--- src/design/router_pkg.sv ---
package router_pkg;

    ////////////////////////////////////////////////////////////
    // mesh coordinates

    // three bits per axis, up to an 8x8 mesh
    localparam int COORD_W = 3;

    typedef logic [COORD_W-1:0] coord_t;

    ////////////////////////////////////////////////////////////
    // flit format

    // whatever is left of a 32-bit flit after the destination
    localparam int PAYLOAD_W = 26;

    // destination sits in the top bits, payload is opaque to the router
    typedef struct packed {
        coord_t                 dst_x;
        coord_t                 dst_y;
        logic [PAYLOAD_W-1:0]   payload;
    } flit_t;

    ////////////////////////////////////////////////////////////
    // ports

    // network inputs, x and y
    localparam int NUM_IN = 2;

    // network outputs x and y plus the local eject
    localparam int NUM_OUT = 3;

    typedef logic [1:0] out_sel_t;

    // output indices, also the bit order of the switch output vectors
    localparam out_sel_t OUT_X     = 2'd0;
    localparam out_sel_t OUT_Y     = 2'd1;
    localparam out_sel_t OUT_EJECT = 2'd2;

    // flit tagged with the output picked by route computation
    typedef struct packed {
        flit_t      flit;
        out_sel_t   out_sel;
    } routed_flit_t;

endpackage

--- src/design/flit_queue.sv ---
`timescale 1ns/1ps

module flit_queue #(
    parameter int  QUEUE_DEPTH = 4,
    parameter type payload_t   = logic [31:0]
) (
    input  logic     clk,
    input  logic     rst,
    input  payload_t in_data,
    input  logic     in_valid,
    output logic     in_ready,
    output payload_t out_data,
    output logic     out_valid,
    input  logic     out_ready
);

    // pointer and occupancy widths
    localparam int PTR_W = (QUEUE_DEPTH > 1) ? $clog2(QUEUE_DEPTH) : 1;
    localparam int CNT_W = $clog2(QUEUE_DEPTH + 1);

    payload_t         mem [QUEUE_DEPTH];
    logic [PTR_W-1:0] wr_ptr;
    logic [PTR_W-1:0] rd_ptr;
    logic [CNT_W-1:0] count;
    logic             wr_en;
    logic             rd_en;

    // handshakes on both sides
    assign wr_en = in_valid && in_ready;
    assign rd_en = out_valid && out_ready;

    // only back-pressure when every entry is taken
    assign in_ready  = (count != CNT_W'(QUEUE_DEPTH));
    // head is visible the cycle after it was written
    assign out_valid = (count != '0);
    assign out_data  = mem[rd_ptr];

    // storage, no reset needed
    always_ff @(posedge clk) begin
        if (wr_en) begin
            mem[wr_ptr] <= in_data;
        end
    end

    // pointers wrap at the depth, which need not be a power of two
    always_ff @(posedge clk) begin
        if (rst) begin
            wr_ptr <= '0;
            rd_ptr <= '0;
            count  <= '0;
        end else begin
            if (wr_en) begin
                wr_ptr <= (wr_ptr == PTR_W'(QUEUE_DEPTH - 1)) ? '0 : wr_ptr + 1'b1;
            end
            if (rd_en) begin
                rd_ptr <= (rd_ptr == PTR_W'(QUEUE_DEPTH - 1)) ? '0 : rd_ptr + 1'b1;
            end
            // simultaneous push and pop leaves count alone
            case ({wr_en, rd_en})
                2'b10:   count <= count + 1'b1;
                2'b01:   count <= count - 1'b1;
                default: count <= count;
            endcase
        end
    end

endmodule

--- src/design/inject_merge.sv ---
`timescale 1ns/1ps

module inject_merge (
    input  router_pkg::flit_t [1:0] sw_flits,
    input  logic [1:0]              sw_valid,
    output logic [1:0]              sw_ready,
    input  router_pkg::flit_t [1:0] inject_flits,
    input  logic [1:0]              inject_valid,
    output logic [1:0]              inject_ready,
    output router_pkg::flit_t [1:0] out_flits,
    output logic [1:0]              out_valid,
    input  logic [1:0]              out_ready
);

    ////////////////////////////////////////////////////////////
    // per network output mux

    // index 0 is the x link, index 1 the y link
    // an injected flit always wins the link
    always_comb begin
        for (int n = 0; n < 2; n++) begin
            if (inject_valid[n]) begin
                out_flits[n] = inject_flits[n];
            end else begin
                out_flits[n] = sw_flits[n];
            end
            out_valid[n] = inject_valid[n] | sw_valid[n];
        end
    end

    ////////////////////////////////////////////////////////////
    // ready back to both sources

    // injector sees the link directly
    assign inject_ready = out_ready;

    // switch slot stalls while an inject is pending
    // its flit stays put in the slot
    assign sw_ready = out_ready & ~inject_valid;

endmodule

--- src/design/mesh_router.sv ---
`timescale 1ns/1ps

module mesh_router #(
    parameter router_pkg::coord_t cur_x       = '0,
    parameter router_pkg::coord_t cur_y       = '0,
    parameter int                 QUEUE_DEPTH = 4
) (
    input  logic                                        clk,
    input  logic                                        rst,
    // network inputs
    input  router_pkg::flit_t [router_pkg::NUM_IN-1:0]  in_flits,
    input  logic [router_pkg::NUM_IN-1:0]               in_valid,
    output logic [router_pkg::NUM_IN-1:0]               in_ready,
    // local injection onto x and y
    input  router_pkg::flit_t [1:0]                     inject_flits,
    input  logic [1:0]                                  inject_valid,
    output logic [1:0]                                  inject_ready,
    // network outputs
    output router_pkg::flit_t [1:0]                     out_flits,
    output logic [1:0]                                  out_valid,
    input  logic [1:0]                                  out_ready,
    // local eject
    output router_pkg::flit_t                           eject_flit,
    output logic                                        eject_valid,
    input  logic                                        eject_ready
);

    import router_pkg::*;

    // queue to route stage
    flit_t        [NUM_IN-1:0]  q_flits;
    logic         [NUM_IN-1:0]  q_valid;
    logic         [NUM_IN-1:0]  q_ready;

    // route stage to switch
    routed_flit_t [NUM_IN-1:0]  rc_flits;
    logic         [NUM_IN-1:0]  rc_valid;
    logic         [NUM_IN-1:0]  rc_ready;

    // switch slots, indexed by OUT_X / OUT_Y / OUT_EJECT
    flit_t        [NUM_OUT-1:0] sw_flits;
    logic         [NUM_OUT-1:0] sw_valid;
    wire          [NUM_OUT-1:0] sw_ready;

    ////////////////////////////////////////////////////////////
    // per input: queue then route stage

    for (genvar g = 0; g < NUM_IN; g++) begin : g_in
        flit_queue #(
            .QUEUE_DEPTH (QUEUE_DEPTH),
            .payload_t   (flit_t)
        ) input_queue (
            .clk       (clk),
            .rst       (rst),
            .in_data   (in_flits[g]),
            .in_valid  (in_valid[g]),
            .in_ready  (in_ready[g]),
            .out_data  (q_flits[g]),
            .out_valid (q_valid[g]),
            .out_ready (q_ready[g])
        );

        route_compute #(
            .cur_x (cur_x),
            .cur_y (cur_y)
        ) route_stage (
            .clk       (clk),
            .rst       (rst),
            .in_flit   (q_flits[g]),
            .in_valid  (q_valid[g]),
            .in_ready  (q_ready[g]),
            .out_flit  (rc_flits[g]),
            .out_valid (rc_valid[g]),
            .out_ready (rc_ready[g])
        );
    end

    ////////////////////////////////////////////////////////////
    // switch and output side

    switch_alloc switch_inst (
        .clk       (clk),
        .rst       (rst),
        .in_flits  (rc_flits),
        .in_valid  (rc_valid),
        .in_ready  (rc_ready),
        .out_flits (sw_flits),
        .out_valid (sw_valid),
        .out_ready (sw_ready)
    );

    // x and y slots pass through the inject mux
    inject_merge merge_inst (
        .sw_flits     (sw_flits[OUT_Y:OUT_X]),
        .sw_valid     (sw_valid[OUT_Y:OUT_X]),
        .sw_ready     (sw_ready[OUT_Y:OUT_X]),
        .inject_flits (inject_flits),
        .inject_valid (inject_valid),
        .inject_ready (inject_ready),
        .out_flits    (out_flits),
        .out_valid    (out_valid),
        .out_ready    (out_ready)
    );

    // eject slot goes straight to the local port
    assign eject_flit         = sw_flits[OUT_EJECT];
    assign eject_valid        = sw_valid[OUT_EJECT];
    assign sw_ready[OUT_EJECT] = eject_ready;

endmodule

--- src/design/route_compute.sv ---
`timescale 1ns/1ps

module route_compute #(
    parameter router_pkg::coord_t cur_x = '0,
    parameter router_pkg::coord_t cur_y = '0
) (
    input  logic                     clk,
    input  logic                     rst,
    input  router_pkg::flit_t        in_flit,
    input  logic                     in_valid,
    output logic                     in_ready,
    output router_pkg::routed_flit_t out_flit,
    output logic                     out_valid,
    input  logic                     out_ready
);

    import router_pkg::*;

    out_sel_t sel_next;
    logic     load;

    ////////////////////////////////////////////////////////////
    // dimension-order routing

    // x is resolved first, then y
    // only a flit already at this node in both axes is ejected
    always_comb begin
        if (in_flit.dst_x != cur_x) begin
            sel_next = OUT_X;
        end else if (in_flit.dst_y != cur_y) begin
            sel_next = OUT_Y;
        end else begin
            sel_next = OUT_EJECT;
        end
    end

    ////////////////////////////////////////////////////////////
    // pipeline register

    // stage frees up when empty or when its flit leaves this cycle
    assign in_ready = !out_valid || out_ready;
    assign load     = in_valid && in_ready;

    always_ff @(posedge clk) begin
        if (rst) begin
            out_valid <= 1'b0;
        end else if (in_ready) begin
            // refill or drain
            out_valid <= in_valid;
        end
    end

    // flit and its output choice
    always_ff @(posedge clk) begin
        if (load) begin
            out_flit.flit    <= in_flit;
            out_flit.out_sel <= sel_next;
        end
    end

endmodule

--- src/design/switch_alloc.sv ---
`timescale 1ns/1ps

module switch_alloc (
    input  logic                                            clk,
    input  logic                                            rst,
    input  router_pkg::routed_flit_t [router_pkg::NUM_IN-1:0] in_flits,
    input  logic [router_pkg::NUM_IN-1:0]                   in_valid,
    output logic [router_pkg::NUM_IN-1:0]                   in_ready,
    output router_pkg::flit_t [router_pkg::NUM_OUT-1:0]     out_flits,
    output logic [router_pkg::NUM_OUT-1:0]                  out_valid,
    input  logic [router_pkg::NUM_OUT-1:0]                  out_ready
);

    import router_pkg::*;

    // request matrix, one row per output
    logic [NUM_OUT-1:0][NUM_IN-1:0] req;
    logic [NUM_OUT-1:0][NUM_IN-1:0] gnt;

    // per-output arbitration state
    logic [NUM_OUT-1:0] slot_free;
    logic [NUM_OUT-1:0] contested;
    logic [NUM_OUT-1:0] win_idx;
    logic [NUM_OUT-1:0] grant_any;
    // favoured input for the next tie
    logic [NUM_OUT-1:0] rr_ptr;

    ////////////////////////////////////////////////////////////
    // arbitration

    // slot can take a flit when empty or emptying this cycle
    assign slot_free = ~out_valid | out_ready;

    always_comb begin
        for (int o = 0; o < NUM_OUT; o++) begin
            for (int i = 0; i < NUM_IN; i++) begin
                req[o][i] = in_valid[i] && (in_flits[i].out_sel == out_sel_t'(o));
            end
            // two-input round robin
            contested[o] = &req[o];
            // uncontested: whichever input asks
            win_idx[o]   = contested[o] ? rr_ptr[o] : req[o][1];
            grant_any[o] = (|req[o]) && slot_free[o];
            for (int i = 0; i < NUM_IN; i++) begin
                gnt[o][i] = grant_any[o] && (win_idx[o] == 1'(i));
            end
        end
    end

    // each input asks for one output, so at most one grant per column
    always_comb begin
        in_ready = '0;
        for (int o = 0; o < NUM_OUT; o++) begin
            for (int i = 0; i < NUM_IN; i++) begin
                in_ready[i] = in_ready[i] | gnt[o][i];
            end
        end
    end

    ////////////////////////////////////////////////////////////
    // output slots

    always_ff @(posedge clk) begin
        if (rst) begin
            out_valid <= '0;
            rr_ptr    <= '0;
        end else begin
            for (int o = 0; o < NUM_OUT; o++) begin
                if (grant_any[o]) begin
                    out_valid[o] <= 1'b1;
                    // loser of a tie goes first next time
                    if (contested[o]) begin
                        rr_ptr[o] <= ~rr_ptr[o];
                    end
                end else if (out_ready[o]) begin
                    out_valid[o] <= 1'b0;
                end
            end
        end
    end

    // crossbar into the slot registers
    always_ff @(posedge clk) begin
        for (int o = 0; o < NUM_OUT; o++) begin
            if (grant_any[o]) begin
                out_flits[o] <= in_flits[win_idx[o]].flit;
            end
        end
    end

endmodule

--- config.mk ---
export PLATFORM = sky130hd
export DESIGN_NAME = mesh_router
export DESIGN_NICKNAME = d
export VERILOG_FILES = /design/src/design/router_pkg.sv /design/src/design/flit_queue.sv /design/src/design/inject_merge.sv /design/src/design/mesh_router.sv /design/src/design/route_compute.sv /design/src/design/switch_alloc.sv
export SDC_FILE = /design/constraint.sdc
export NUM_CORES = 1
export LEC_CHECK = 0
export BUFFER_PORTS_ARGS = -buffer_cell sky130_fd_sc_hd__clkbuf_2
export CORE_UTILIZATION = 57
export CTS_BUF_LIST = sky130_fd_sc_hd__clkbuf_8 sky130_fd_sc_hd__clkbuf_16
export DETAILED_ROUTE_END_ITERATION = 7
export GPL_ROUTABILITY_DRIVEN = 0
export GPL_TIMING_DRIVEN = 0
export PLACE_DENSITY = 0.81
export SYNTH_ARGS = -nofsm -noshare
export SYNTH_HDL_FRONTEND = slang
export SYNTH_SLANG_ARGS = --single-unit
--- constraint.sdc ---
create_clock -name clk -period 4.75 [get_ports clk]
set_input_delay 0.7125 -clock clk [delete_from_list [all_inputs] [get_ports clk]]
set_output_delay 0.7125 -clock clk [all_outputs]
set_load 0.03 [all_outputs]
# After elaboration in Yosys (flattened, before gate mapping)
# Memories as Yosys holds them, arrays and structs flattened. A register that Yosys moved wholly into a read port is not among the register bits.
# Index checks and enable logic that the tools add are counted.
[word_totals]
register_bits = 186
ramBits = 256
input_bits = 137
out_inout_bits = 103
word_cells = 152
n_memories = 2
[op_classes]
n_addsub = 8
order_cmp = 3
eq_ne = 14
muxes = 33
bitwise = 16
reduce_logical = 45
[mem_list]
columns = ["memory", "depth", "width", "read_ports", "rd_ports_with_merged_regs", "write_ports", "line_no", "text"]
rows = [
  ["g_in[0].input_queue.mem", 4, 32, 1, 1, 1, "flit_queue.sv:21", "payload_t mem [QUEUE_DEPTH];"],
  ["g_in[1].input_queue.mem", 4, 32, 1, 1, 1, "flit_queue.sv:21", ""],
]
[ops]
columns = ["operator", "n"]
rows = [
  ["$mux W34", 6],
  ["$mux W32", 2],
  ["$mux W2", 10],
  ["$logic_and A1 B1 Y1", 19],
  ["$reduce_bool A3 Y1", 6],
  ["$eq A2 B2 Y1 const B", 8],
  ["$mux W1", 13],
  ["$pmux W3 S2", 2],
  ["$reduce_bool A2 Y1", 5],
  ["$reduce_and A3 Y1", 3],
  ["$add A2 B1 Y2 const B", 4],
  ["$eq A2 B1 Y1 const B", 4],
  ["$add A3 B1 Y3 const B", 2],
  ["$lt A1 B2 Y1 const B", 3],
  ["$ne A3 B3 Y1 const B", 2],
  ["$not A1 Y1", 6],
  ["$or A1 B1 Y1", 6],
  ["$reduce_and A2 Y1", 3],
  ["$reduce_or A2 Y1", 3],
  ["$sub A3 B1 Y3 const B", 2],
  ["$logic_not A2 Y1", 2],
  ["$not A3 Y3", 1],
  ["$or A3 B3 Y3", 1],
  ["$and A2 B2 Y2", 1],
  ["3 further kinds", 5],
]

# Depth between registers and ports, before layout
# Gate-level depths: netlist (run 1).
[depth]
ltp_word = 12
mapped_depth = 10
mapped_depth_nobuf = 9

# Hierarchy
# From an unflattened synthesis (run 1), not the netlist that was laid out.
[unflattened]
cells_unflattened = 851
area_unflattened_um2 = 18022.3
[by_module_without_submodules]
columns = ["mod", "instances", "cells_per_inst", "area_each_um2", "seq_area_each_um2"]
rows = [
  ["flit_queue", 2, 219, 5101.1, 4023.9],
  ["switch_alloc", 1, 251, 4501.8, 3002.9],
  ["route_compute", 2, 42, 1102.3, 1041.0],
  ["inject_merge", 1, 78, 1113.6, 0.0],
]

# Worst setup path after synthesis (run 1)
# OpenSTA, ideal clock, no wires.
[synth_path]
path_type = "input to register"
from = "input inject_valid[1]"
to = "register g_in[0].input_queue.count[2]"
setup_ps = 71
t_arrival_ps = 4241
t_required_ps = 4679
slack_ps = 439
cell_stages = 10
path_buffers = 1
path_cell_list = "buf_2 or2b_1 a221o_2 and4_4 nor2_1 ha_1 fa_1 xnor2_1 or3_1 a21oi_1"
[synth_via]
elab_chain_len = 11
elab_cells_between_ends = 13
cone_classes = "eq/ne (2); mux (1); bitwise (5); reduce/logical (5)"
[synth_lines]
columns = ["element", "line_no", "text"]
rows = [
  ["start: declaration", "mesh_router.sv:16", "input logic [1:0] inject_valid,"],
  ["$not A2 Y2 *", "inject_merge.sv:39", "assign sw_ready = out_ready & ~inject_valid;"],
  ["$and A2 B2 Y2 *", "inject_merge.sv:39", ""],
  ["$or A3 B3 Y3 *", "switch_alloc.sv:32", "assign slot_free = ~out_valid | out_ready;"],
  ["$logic_and A1 B1 Y1 *", "switch_alloc.sv:43", "grant_any[o] = (|req[o]) && slot_free[o];"],
  ["$logic_and A1 B1 Y1 *", "switch_alloc.sv:45", "gnt[o][i] = grant_any[o] && (win_idx[o] == 1'(i));"],
  ["$or A1 B1 Y1 * (2 in series)", "switch_alloc.sv:55", "in_ready[i] = in_ready[i] | gnt[o][i];"],
  ["$logic_or A1 B1 Y1 *", "route_compute.sv:41", "assign in_ready = !out_valid || out_ready;"],
  ["$logic_and A1 B1 Y1 *", "flit_queue.sv:30", "assign rd_en = out_valid && out_ready;"],
  ["$eq A2 B1 Y1 / $eq A2 B2 Y1 (equally long branches)", "flit_queue.sv:59", "case ({wr_en, rd_en})"],
  ["$pmux W3 S2 / $reduce_bool A2 Y1 (equally long branches)", "n/a", ""],
  ["end signal: assignment", "flit_queue.sv:60", "2'b10: count <= count + 1'b1;"],
  ["end signal: assignment", "flit_queue.sv:61", "2'b01: count <= count - 1'b1;"],
  ["end signal: assignment", "flit_queue.sv:62", "default: count <= count;"],
  ["end: declaration", "flit_queue.sv:24", "logic [CNT_W-1:0] count;"],
]
# Every way passes the cells marked *; elsewhere a longest branch is shown, timed or not.
# A chain may end at the register's enable or synchronous reset.

# Worst setup path after layout (run 1)
[layout_path]
from = "register g_in[0].route_stage.out_flit[1] (netlist bit)"
to = "register g_in[0].input_queue.count[2]"
[layout_via]
elab_chain_len = 12
elab_cells_between_ends = 32
cone_classes = "eq/ne (4); mux (4); bitwise (5); reduce/logical (19)"
[layout_lines]
columns = ["element", "line_no", "text"]
rows = [
  ["start: declaration", "route_compute.sv:12", "output router_pkg::routed_flit_t out_flit,"],
  ["$eq A2 B1 Y1 / $logic_not A2 Y1 (equally long branches)", "switch_alloc.sv:37", "req[o][i] = in_valid[i] && (in_flits[i].out_sel == out_sel_t'(o));"],
  ["$logic_and A1 B1 Y1", "switch_alloc.sv:37", ""],
  ["$reduce_and A2 Y1", "switch_alloc.sv:40", "contested[o] = &req[o];"],
  ["$mux W1", "switch_alloc.sv:42", "win_idx[o] = contested[o] ? rr_ptr[o] : req[o][1];"],
  ["$not A1 Y1", "switch_alloc.sv:45", ""],
  ["$logic_and A1 B1 Y1", "switch_alloc.sv:45", ""],
  ["$or A1 B1 Y1", "switch_alloc.sv:55", ""],
  ["$or A1 B1 Y1 *", "switch_alloc.sv:55", ""],
  ["$logic_or A1 B1 Y1 *", "route_compute.sv:41", ""],
  ["$logic_and A1 B1 Y1 *", "flit_queue.sv:30", ""],
  ["$eq A2 B1 Y1 / $eq A2 B2 Y1 (equally long branches)", "flit_queue.sv:59", ""],
  ["$pmux W3 S2 / $reduce_bool A2 Y1 (equally long branches)", "n/a", ""],
]
# Marked as above.

==> impl_metrics.csv, run 1 <==
group,metric,value,unit
clocking,cts.repair.resized,0,
worst_setup_path,cp-startpoint,"g_in[0].route_stage.out_flit[1]",
clocking,clock-root-buffer,"clkbuf_16",
drt,wl_per_cell,24.9,microns
logic_synthesis,synth_common_cells,"edfxtp_1, mux2_2, mux4_2",
logic_synthesis,async_flop_share,0,%
sta,rsz0062_at_grt,"false",
floorplanning,start_util,58.5,%
logic_synthesis,synth_area_leaders,"edfxtp_1, mux2_2, mux4_2, dfxtp_1, ha_1",
power_and_ir_drop,peakVddDrop,443,uV
sta,worstMarginPinSlew,1.10,ns
sta,period_share,65.9,%
floorplanning,rows,63,
logic_synthesis,yosys.area.top_type,"edfxtp_1",
sta,hold_violations,0,
drt,drt_iter0_drc,702,
cells_and_area,fin_nets,1280,
clocking,clock_sinks,446,
sta,post-route-min-period,3.13,ns
drt,dr.pass1.iters,5,
logic_synthesis,ys.flop_type,"edfxtp_1",
global_routing,grt-ovfl-total,0,
power_and_ir_drop,power-per-cell-area,645,nW/um^2
clocking,clock_path_buffers,3,
power_and_ir_drop,combPwrFrac,27.2,%
clocking,clkLatencyLatePin,0.54,ns
worst_setup_path,end_kind,"register",
worst_setup_path,critPathKind,"reg2reg",
logic_synthesis,synth.most_common_cell,"edfxtp_1",
placement,io_buffers,237,
power_and_ir_drop,p_leak,7.35,nW
logic_synthesis,synth-seq-area-share,75.1,%
power_and_ir_drop,power_switching,4.12,mW
drt,via_per_inst,5.87,
floorplanning,io_pins,240,
logic_synthesis,synth_edf_count,420,
global_routing,grtUsageTotal,25.3,%
worst_setup_path,cp-start-kind,"register",
global_routing,grt_pass1_wl,56.5,mm
worst_setup_path,rrSetupSlack,1.62,ns
clocking,h-tree-depth,2,
cells_and_area,area_growth,19.0,%
clocking,cts_made_buffers,44,
worst_setup_path,worstSetupEndpoint,"g_in[0].input_queue.count[2]",
worst_setup_path,worstPathArrival,3.59,ns
power_and_ir_drop,p_seq_share,46.8,%
sta,postLayoutSetupSlackWorst,1.62,ns
power_and_ir_drop,fin_total_pwr,13.4,mW
worst_setup_path,critPathMaxFanout,19,
power_and_ir_drop,clockPowerShare,26.0,%
worst_setup_path,reg2reg_to,"g_in[0].input_queue.count[2]",
logic_synthesis,synth_cells,841,
global_routing,antenna_found_initial,5,
logic_synthesis,yosys.area.top_type_share,72.1,%
logic_synthesis,ys_types,43,
sta,drv_slew,0,
logic_synthesis,yosys_warnings,0,
clocking,post_cts_buffers,0,
floorplanning,die_w,177,microns
placement,place_ws,1.20,ns
power_and_ir_drop,internal_power,9.30,mW
logic_synthesis,syn-num-nets,992,
logic_synthesis,synth_seq_cells,446,
drt,route.detailed.drc,0,
placement,dp.cells,1473,
cells_and_area,drive_above_1_share,49.4,%
run,drv_cap,0,
logic_synthesis,synth_area_per_cell,20.8,sq um
sta,clock.fmax,320,MHz
floorplanning,dieArea,31400,sq um
placement,hpwl,25.4,mm
cells_and_area,fillers,1842,
worst_setup_path,cp.required,5.21,ns
sta,relSlewSlack,26.9,%
outcome,status,"finished clean",
clocking,cts_tree,"built",
sta,holdWs,0.389,ns
worst_setup_path,worstRegToRegCells,10,
sta,clock_skew,0.0166,ns
drt,wl,38.8,mm
worst_setup_path,r2r_start,"g_in[0].route_stage.out_flit[1]",
global_routing,grt_pass1_vias,9344,
clocking,path_clk_slew,0.06,ns
logic_synthesis,synth_area,17500,sq um
sta,fin_tns_setup,0,ns
floorplanning,fp.dieH,177,microns
floorplanning,coreArea,29900,sq um
cells_and_area,fin_cells,1557,
sta,setup_viol,0,
clocking,hold_buffers,0,
global_routing,grt_max_degree,33,
min_path,min_path_type,"in2reg",
drt,vias,9136,
drt,ant_nets,0,
power_and_ir_drop,p_sw_share,30.7,%
-- logic make-up after synthesis --
group	Yosys count	synth area share, %
AO/OA/AOI/OAI	26	0.959
XOR/XNOR	7	0.351
adder cells (fa/ha/maj)	14	1.09
buffers and inverters	44	1.20
flip-flops	446	75.1
multiplexers	230	18.9
AND/OR/NAND/NOR	74	2.37
-- layer usage --
metal | track usage (%) | up-vias | routed length (microns)
met2 | 42.7 | 412 | 19600
met3 | 4.57 | 82 | 2770
met4 | 11.9 | 4 | 1680
met5 | 0 | - | 25
li1 | - | 4004 | -
met1 | 32.0 | 4634 | 14700
-- worst min path at each step --
stage	from	cells past startpoint	to	slack [ns]
after global routing	in_flits[51]	1	g_in[1].input_queue.mem[2][19]	0.37
after global placement	g_in[1].input_queue.rd_ptr[1]	2	g_in[1].input_queue.rd_ptr[1]	0.49
after floorplan	g_in[1].input_queue.rd_ptr[1]	2	register	0.47
after CTS	in_flits[45]	1	g_in[1].input_queue.mem[1][13]	0.37
final	in_flits[40]	1	g_in[1].input_queue.mem[1][8]	0.39
after detailed placement	g_in[1].input_queue.count[2]	2	g_in[1].input_queue.count[2]	0.50
-- state kept, by name (all words and copies together), names as in the netlist, named ones only --
register / count
g_in.input_queue.count: 6
g_in.input_queue.mem: 256
g_in.input_queue.rd_ptr: 4
g_in.input_queue.wr_ptr: 4
g_in.route_stage.out_flit: 68
g_in.route_stage.out_valid: 2
switch_inst.out_flits: 96
switch_inst.out_valid: 3
switch_inst.rr_ptr: 3
-- worst max-delay path, stage by stage (launching register included) --
cell      delay, ns
edfxtp_1       0.44
or3b_1         0.41
a221o_1        0.29
and4_4         0.21
nor2_4         0.47
buf_16         0.24
ha_1           0.22
fa_1           0.20
xnor2_1        0.08
or3_1          0.31
a21oi_1        0.16
-- power groups by stage --
| stage | clock (mW) | sequential, mW | combinational (mW) |
|---|---|---|---|
| after global routing | 3.66 | 6.35 | 3.89 |
| after floorplan | 0 | 6.25 | 2.32 |
| final | 3.49 | 6.27 | 3.65 |
| after global placement | 0 | 6.36 | 3.33 |
| after CTS | 3.52 | 6.27 | 3.68 |
| after detailed placement | 0 | 6.32 | 3.62 |
-- through the flow --
step	area [sq um]	utilization [%]
CTS	20800	69.6
finish	20800	69.7
floorplan	17500	-
detailed placement	19300	64.7
global route	20800	69.6
global placement	19200	64.1
-- cells in the final DEF, fill, tap and decap left out, types with 4 or more instances in the layout --
master	n
buf_2	15
clkinv_2	6
dfxtp_1	26
edfxtp_1	420
nand2_1	11
or3_1	6
mux2_2	163
nor3_1	5
clkbuf_8	5
clkbuf_2	237
bufinv_16	5
nor2b_1	4
buf_16	4
inv_1	14
o21ai_0	4
buf_4	4
clkinv_1	7
mux4_2	64
a21oi_1	12
clkbuf_16	45
and3_2	8
nor2_1	14
clkbuf_1	17
xor2_1	5
ha_1	12
-- layout make-up --
| type | count | area [sq um] | area share [%] |
|---|---|---|---|
| timing repair buffer | 242 | 1320 | 6.33 |
| inverter | 4 | 15.0 | 0.0722 |
| buffer | 40 | 194 | 0.932 |
| sequential | 446 | 13100 | 63.1 |
| multi-input combinational | 351 | 4200 | 20.2 |
| antenna | 3 | 7.51 | 0.0361 |
| clock inverter | 32 | 278 | 1.33 |
| clock buffer | 49 | 1180 | 5.68 |
| tap | 390 | 488 | 2.35 |
No activity file was read; power rests on OpenSTA's default activity.
==> run 2, diff against run 1 <==
==> constraint.sdc (replaced) <==
create_clock -name clk -period 3.16 [get_ports clk]
set_input_delay 0.474 -clock clk [delete_from_list [all_inputs] [get_ports clk]]
set_output_delay 0.474 -clock clk [all_outputs]
set_load 0.03 [all_outputs]
==> run 2 against run 1 <==
Against the previous run:
- via count increased by 0.15%
- count of clock-buffer cells in the layout is 1 higher
- combinational power increased by 51%
- critical path type unchanged
==> impl_metrics.csv, run 2 (synthesis results as in run 1) <==
group,metric,value,unit
sta,period_share,94.1,%
floorplanning,fp.dieH,177,microns
cells_and_area,most-common-layout-cells,"edfxtp_1, clkbuf_2, mux2_2",
worst_setup_path,cp-start-kind,"register",
run,drv_cap,0,
cells_and_area,reg.largest.list,"g_in.input_queue.mem x256, switch_inst.out_flits x96, g_in.route_stage.out_flit x68",
sta,clock.fmax,336,MHz
cells_and_area,stdcell_area,20800,sq um
clocking,path_clk_slew,0.06,ns
power_and_ir_drop,p_seq_share,46.7,%
power_and_ir_drop,power_switching,6.19,mW
clocking,clock-root-buffer,"clkbuf_16",
power_and_ir_drop,p_leak,7.36,nW
sta,postLayoutSetupSlackWorst,0.187,ns
floorplanning,rows,63,
cells_and_area,largest_reg_flops,256,
floorplanning,start_util,58.5,%
placement,io_buffers,237,
drt,dr.pass1.iters,5,
worst_setup_path,worstPathArrival,3.43,ns
power_and_ir_drop,clockPowerShare,25.9,%
clocking,clkLatencyLatePin,0.53,ns
drt,ant_nets,0,
floorplanning,coreArea,29900,sq um
sta,post-route-min-period,2.97,ns
clocking,cts_made_buffers,44,
worst_setup_path,worstRegToRegCells,10,
placement,place_area,19300,sq um
sta,setup_viol,0,
power_and_ir_drop,combPwrFrac,27.4,%
worst_setup_path,rrSetupSlack,0.19,ns
placement,hpwl,24.7,mm
global_routing,grt_pass1_wl,55.3,mm
worst_setup_path,timing.critical_path.buf_inv,1,
cells_and_area,area_growth,19.1,%
sta,fin_tns_setup,0,ns
power_and_ir_drop,peakVddDrop,603,uV
worst_setup_path,crit_family,"compound AO/OA/AOI/OAI gates",
power_and_ir_drop,fin_total_pwr,20.1,mW
sta,clock_skew,0.0184,ns
power_and_ir_drop,power-per-cell-area,967,nW/um^2
cells_and_area,top_register,"g_in.input_queue.mem",
sta,rsz0062_at_grt,"false",
floorplanning,die_w,177,microns
global_routing,grt_max_degree,33,
worst_setup_path,cp_slowest_stage_delay,0.44,ns
drt,route.detailed.drc,0,
cells_and_area,final_common_cell,"edfxtp_1",
global_routing,grt_pass1_vias,9130,
sta,worstMarginPinSlew,1.15,ns
power_and_ir_drop,internal_power,13.9,mW
drt,drt_iter0_drc,676,
cells_and_area,fin_nets,1285,
worst_setup_path,r2r_start,"g_in[0].route_stage.out_flit[1]",
worst_setup_path,crit_path_top_delay_cell,"edfxtp_1",
worst_setup_path,reg2reg_to,"g_in[1].input_queue.count[2]",
global_routing,antenna_found_initial,5,
min_path,min_path_type,"in2reg",
clocking,cts_tree,"built",
drt,via_per_inst,5.86,
outcome,status,"finished clean",
sta,drv_slew,0,
worst_setup_path,end_kind,"register",
worst_setup_path,cp.required,3.62,ns
worst_setup_path,worst-path-stages,10,
drt,wl_per_cell,24.5,microns
placement,place_ws,-0.574,ns
drt,vias,9150,
clocking,clock_sinks,446,
power_and_ir_drop,p_sw_share,30.8,%
sta,relSlewSlack,23.4,%
worst_setup_path,worstSetupEndpoint,"g_in[1].input_queue.count[2]",
drt,wl,38.2,mm
clocking,clock_path_buffers,3,
floorplanning,dieArea,31400,sq um
worst_setup_path,cp-startpoint,"g_in[0].route_stage.out_flit[1]",
worst_setup_path,critPathKind,"reg2reg",
clocking,h-tree-depth,2,
global_routing,grt-ovfl-total,0,
worst_setup_path,critPathMaxFanout,6,
worst_setup_path,worstPathCellList,"or3b_1 -> o21a_1 -> buf_2 -> a22oi_2 -> a31oi_4 -> ha_1 -> fa_1 -> xnor2_1 -> or3_1 -> a21oi_1",
global_routing,grtUsageTotal,24.6,%
sta,hold_violations,0,
cells_and_area,drive_above_1_share,49.9,%
floorplanning,io_pins,240,
-- run 2: power groups by stage --
stage,combinational (mW),clock (mW),sequential (mW)
global placement,5.08,0,9.51
finish,5.52,5.21,9.41
detailed placement,5.31,0,9.49
floorplan,3.52,0,9.37
CTS,5.49,5.27,9.40
global route,5.88,5.47,9.53
-- run 2: how the worst min path moves through the flow --
| stage | from | endpoint | slack (ns) | cells past startpoint |
|---|---|---|---|---|
| global placement | g_in[1].input_queue.count[2] | g_in[1].input_queue.count[2] | 0.49 | 2 |
| detailed placement | g_in[1].input_queue.rd_ptr[1] | register | 0.50 | 2 |
| CTS | in_flits[24] | g_in[0].input_queue.mem[0][24] | 0.14 | 1 |
| global route | in_flits[29] | g_in[0].input_queue.mem[2][29] | 0.14 | 1 |
| floorplan | g_in[1].input_queue.rd_ptr[1] | register | 0.47 | 2 |
| finish | in_flits[24] | g_in[0].input_queue.mem[3][24] | 0.16 | 1 |
-- run 2: cell type report --
type / instances / area (sq um)
multi-input combinational: 353 / 4230
clock buffer: 50 / 1190
clock inverter: 32 / 279
buffer: 40 / 194
antenna: 2 / 5.00
fill: 1852 / 9050
timing repair buffer: 245 / 1280
inverter: 4 / 15.0
tap: 390 / 488
sequential: 446 / 13100
-- run 2: layer usage --
metal / track usage [%] / part of all wire (%) / up-vias
li1: - / - / 3995
met1: 31.9 / 38 / 4652
met2: 41.3 / 50 / 423
met3: 5.22 / 8.6 / 76
met4: 8.69 / 3.2 / 4
met5: 0 / 0.071 / -
-- run 2: metrics by stage --
stage          cells  util [%]  hold WS, ns
5_1_grt         1561      69.7        0.141
3_5_place_dp    1471      64.5        0.504
2_1_floorplan    841         -        0.467
3_3_place_gp    1468      64.2        0.486
6_report        1562      69.7        0.156
4_1_cts         1556      69.5        0.144
-- run 2: repair_timing --
action,in CTS,in global routing
hold buffers,0,0
cloned,2,0
setup endpoints to repair,5,3
pin swaps,2,2
resized for setup,0,1
setup buffers,1,4
==> run 3, diff against run 2 <==
--- a/config.mk
+++ b/config.mk
@@ -6,12 +6,12 @@
 export NUM_CORES = 1
 export LEC_CHECK = 0
 export BUFFER_PORTS_ARGS = -buffer_cell sky130_fd_sc_hd__clkbuf_2
-export CORE_UTILIZATION = 57
+export CORE_UTILIZATION = 60
 export CTS_BUF_LIST = sky130_fd_sc_hd__clkbuf_8 sky130_fd_sc_hd__clkbuf_16
 export DETAILED_ROUTE_END_ITERATION = 7
 export GPL_ROUTABILITY_DRIVEN = 0
 export GPL_TIMING_DRIVEN = 0
-export PLACE_DENSITY = 0.81
+export PLACE_DENSITY = 0.85
 export SYNTH_ARGS = -nofsm -noshare
 export SYNTH_HDL_FRONTEND = slang
 export SYNTH_SLANG_ARGS = --single-unit
==> constraint.sdc (replaced) <==
create_clock -name clk -period 3.65 [get_ports clk]
set_input_delay 0.5475 -clock clk [delete_from_list [all_inputs] [get_ports clk]]
set_output_delay 0.5475 -clock clk [all_outputs]
set_load 0.03 [all_outputs]
==> run 3 against run 2 <==
Against the previous run:
- register-to-register slack improved by 0.16 ns
- via count shrank 0.74%
- clock skew is essentially flat
- utilization rose by 2.2 points
- clock power fell by 21%
- setup slack better by 0.16 ns
- non-clock buffer count is 3 lower
- sequential cell count is the same
==> impl_metrics.csv, run 3 (synthesis results as in run 1) <==
group,metric,value,unit
cells_and_area,fin_nets,1280,
clocking,clock-root-buffer,"clkbuf_16",
clocking,clock_sinks,446,
clocking,post_cts_buffers,0,
drt,drt_iter0_drc,904,
power_and_ir_drop,power-per-cell-area,826,nW/um^2
sta,holdWs,0.219,ns
run,drv_cap,0,
drt,dr.pass1.iters,5,
floorplanning,fp.dieH,173,microns
drt,wl_per_cell,24.6,microns
clocking,cts_made_buffers,44,
clocking,cts.repair.resized,0,
worst_setup_path,critPathMaxFanout,19,
worst_setup_path,cp-start-kind,"register",
drt,ant_nets,0,
power_and_ir_drop,peakVddDrop,478,uV
global_routing,antenna_found_initial,4,
cells_and_area,top_register,"g_in.input_queue.mem",
sta,setup_viol,0,
power_and_ir_drop,p_leak,7.27,nW
global_routing,grt_pass1_wl,55.5,mm
cells_and_area,reg.largest.list,"g_in.input_queue.mem x256, switch_inst.out_flits x96, g_in.route_stage.out_flit x68",
cells_and_area,most-common-layout-cells,"edfxtp_1, clkbuf_2, mux2_2",
drt,vias,9082,
placement,io_buffers,237,
global_routing,grt_max_degree,33,
cells_and_area,drive_above_1_share,49.0,%
clocking,h-tree-depth,2,
min_path,min_path_type,"in2reg",
clocking,clkLatencyLatePin,0.54,ns
floorplanning,die_w,173,microns
worst_setup_path,critPathKind,"reg2reg",
cells_and_area,largest_reg_flops,256,
sta,period_share,90.6,%
sta,relSlewSlack,33.5,%
clocking,clock_path_buffers,3,
clocking,cts_tree,"built",
worst_setup_path,end_kind,"register",
drt,route.detailed.drc,0,
floorplanning,dieArea,29800,sq um
cells_and_area,area_growth,18.0,%
drt,wl,38.1,mm
sta,clock.fmax,302,MHz
floorplanning,rows,62,
drt,via_per_inst,5.87,
sta,hold_violations,0,
outcome,status,"finished clean",
floorplanning,coreArea,28700,sq um
sta,drv_slew,0,
global_routing,grt_pass1_vias,9211,
clocking,path_clk_slew,0.06,ns
sta,post-route-min-period,3.31,ns
placement,hpwl,24.9,mm
sta,worstMarginPinSlew,0.997,ns
worst_setup_path,cp.required,4.10,ns
global_routing,grtUsageTotal,25.5,%
sta,clock_skew,0.0180,ns
global_routing,grt-ovfl-total,0,
clocking,hold_buffers,0,
cells_and_area,final_common_cell,"edfxtp_1",
power_and_ir_drop,fin_total_pwr,17.0,mW
worst_setup_path,worstPathArrival,3.76,ns
sta,rsz0062_at_grt,"false",
worst_setup_path,rrSetupSlack,0.34,ns
floorplanning,io_pins,240,
floorplanning,start_util,60.9,%
==> run 3: cell count changes in the layout (fill, tap and decap cells not counted), sizes merged <==
| cell | delta |
|---|---|
| clkinv | +6 |
| clkinvlp | -1 |
| inv | -1 |
| bufinv | -4 |
| a31oi | -1 |
| nor2 | -1 |
| buf | -3 |
| clkbuf | -5 |
==> run 3: power by group <==
part	switching [mW]	total, mW	internal (mW)
Clock	1.81	4.10	2.29
Sequential	0.763	8.19	7.43
Combinational	2.74	4.75	2.01
==> run 3: layer usage <==
layer,track usage (%),vias up,share of wire [%]
li1,-,4012,-
met1,32.5,4586,39
met2,43.7,399,51
met3,5.21,81,6.9
met4,9.18,4,3.3
met5,0,-,0.068
==> run 3: path summary, 6_finish.rpt <==
| kind | startpoint | end | depth (start not counted) |
|---|---|---|---|
| setup / recovery | g_in[0].route_stage.out_flit[1] | g_in[0].input_queue.count[2] | 10 |
| hold / removal | in_flits[40] | g_in[1].input_queue.mem[0][8] | 1 |
| setup reg to reg | g_in[0].route_stage.out_flit[1] | g_in[0].input_queue.count[2] | 10 |
| hold reg to reg | g_in[1].input_queue.count[2] | g_in[1].input_queue.count[2] | 2 |
==> run 3: worst max-delay path, cell delays in order (launching register included) <==
cell      delay, ns
edfxtp_1       0.46
or3b_1         0.43
a221o_1        0.29
and4_4         0.21
nor2_4         0.50
buf_16         0.25
ha_1           0.22
fa_1           0.19
xnor2_1        0.10
or3_1          0.36
a21oi_1        0.22
==> run 3: metrics by stage <==
stage                     utilization (%)  area, sq um  worst slack [ns]  instances  TNS, ns
after floorplan                         -        17500            0.0838        841        0
after global placement               66.7        19200            -0.836       1462   -64.09
after detailed placement             67.4        19300             0.135       1467        0
after CTS                            71.9        20600             0.333       1544        0
after global routing                 71.9        20600             0.187       1545        0
final                                71.9        20600             0.344       1546        0
==> run 3: cell type report <==
class	count	area, sq um
multi-input combinational	351	4200
tap	384	480
antenna	2	5.00
clock buffer	45	1130
fill	1736	8070
timing repair buffer	242	1320
buffer	40	194
sequential	446	13100
clock inverter	32	170
inverter	4	15.0
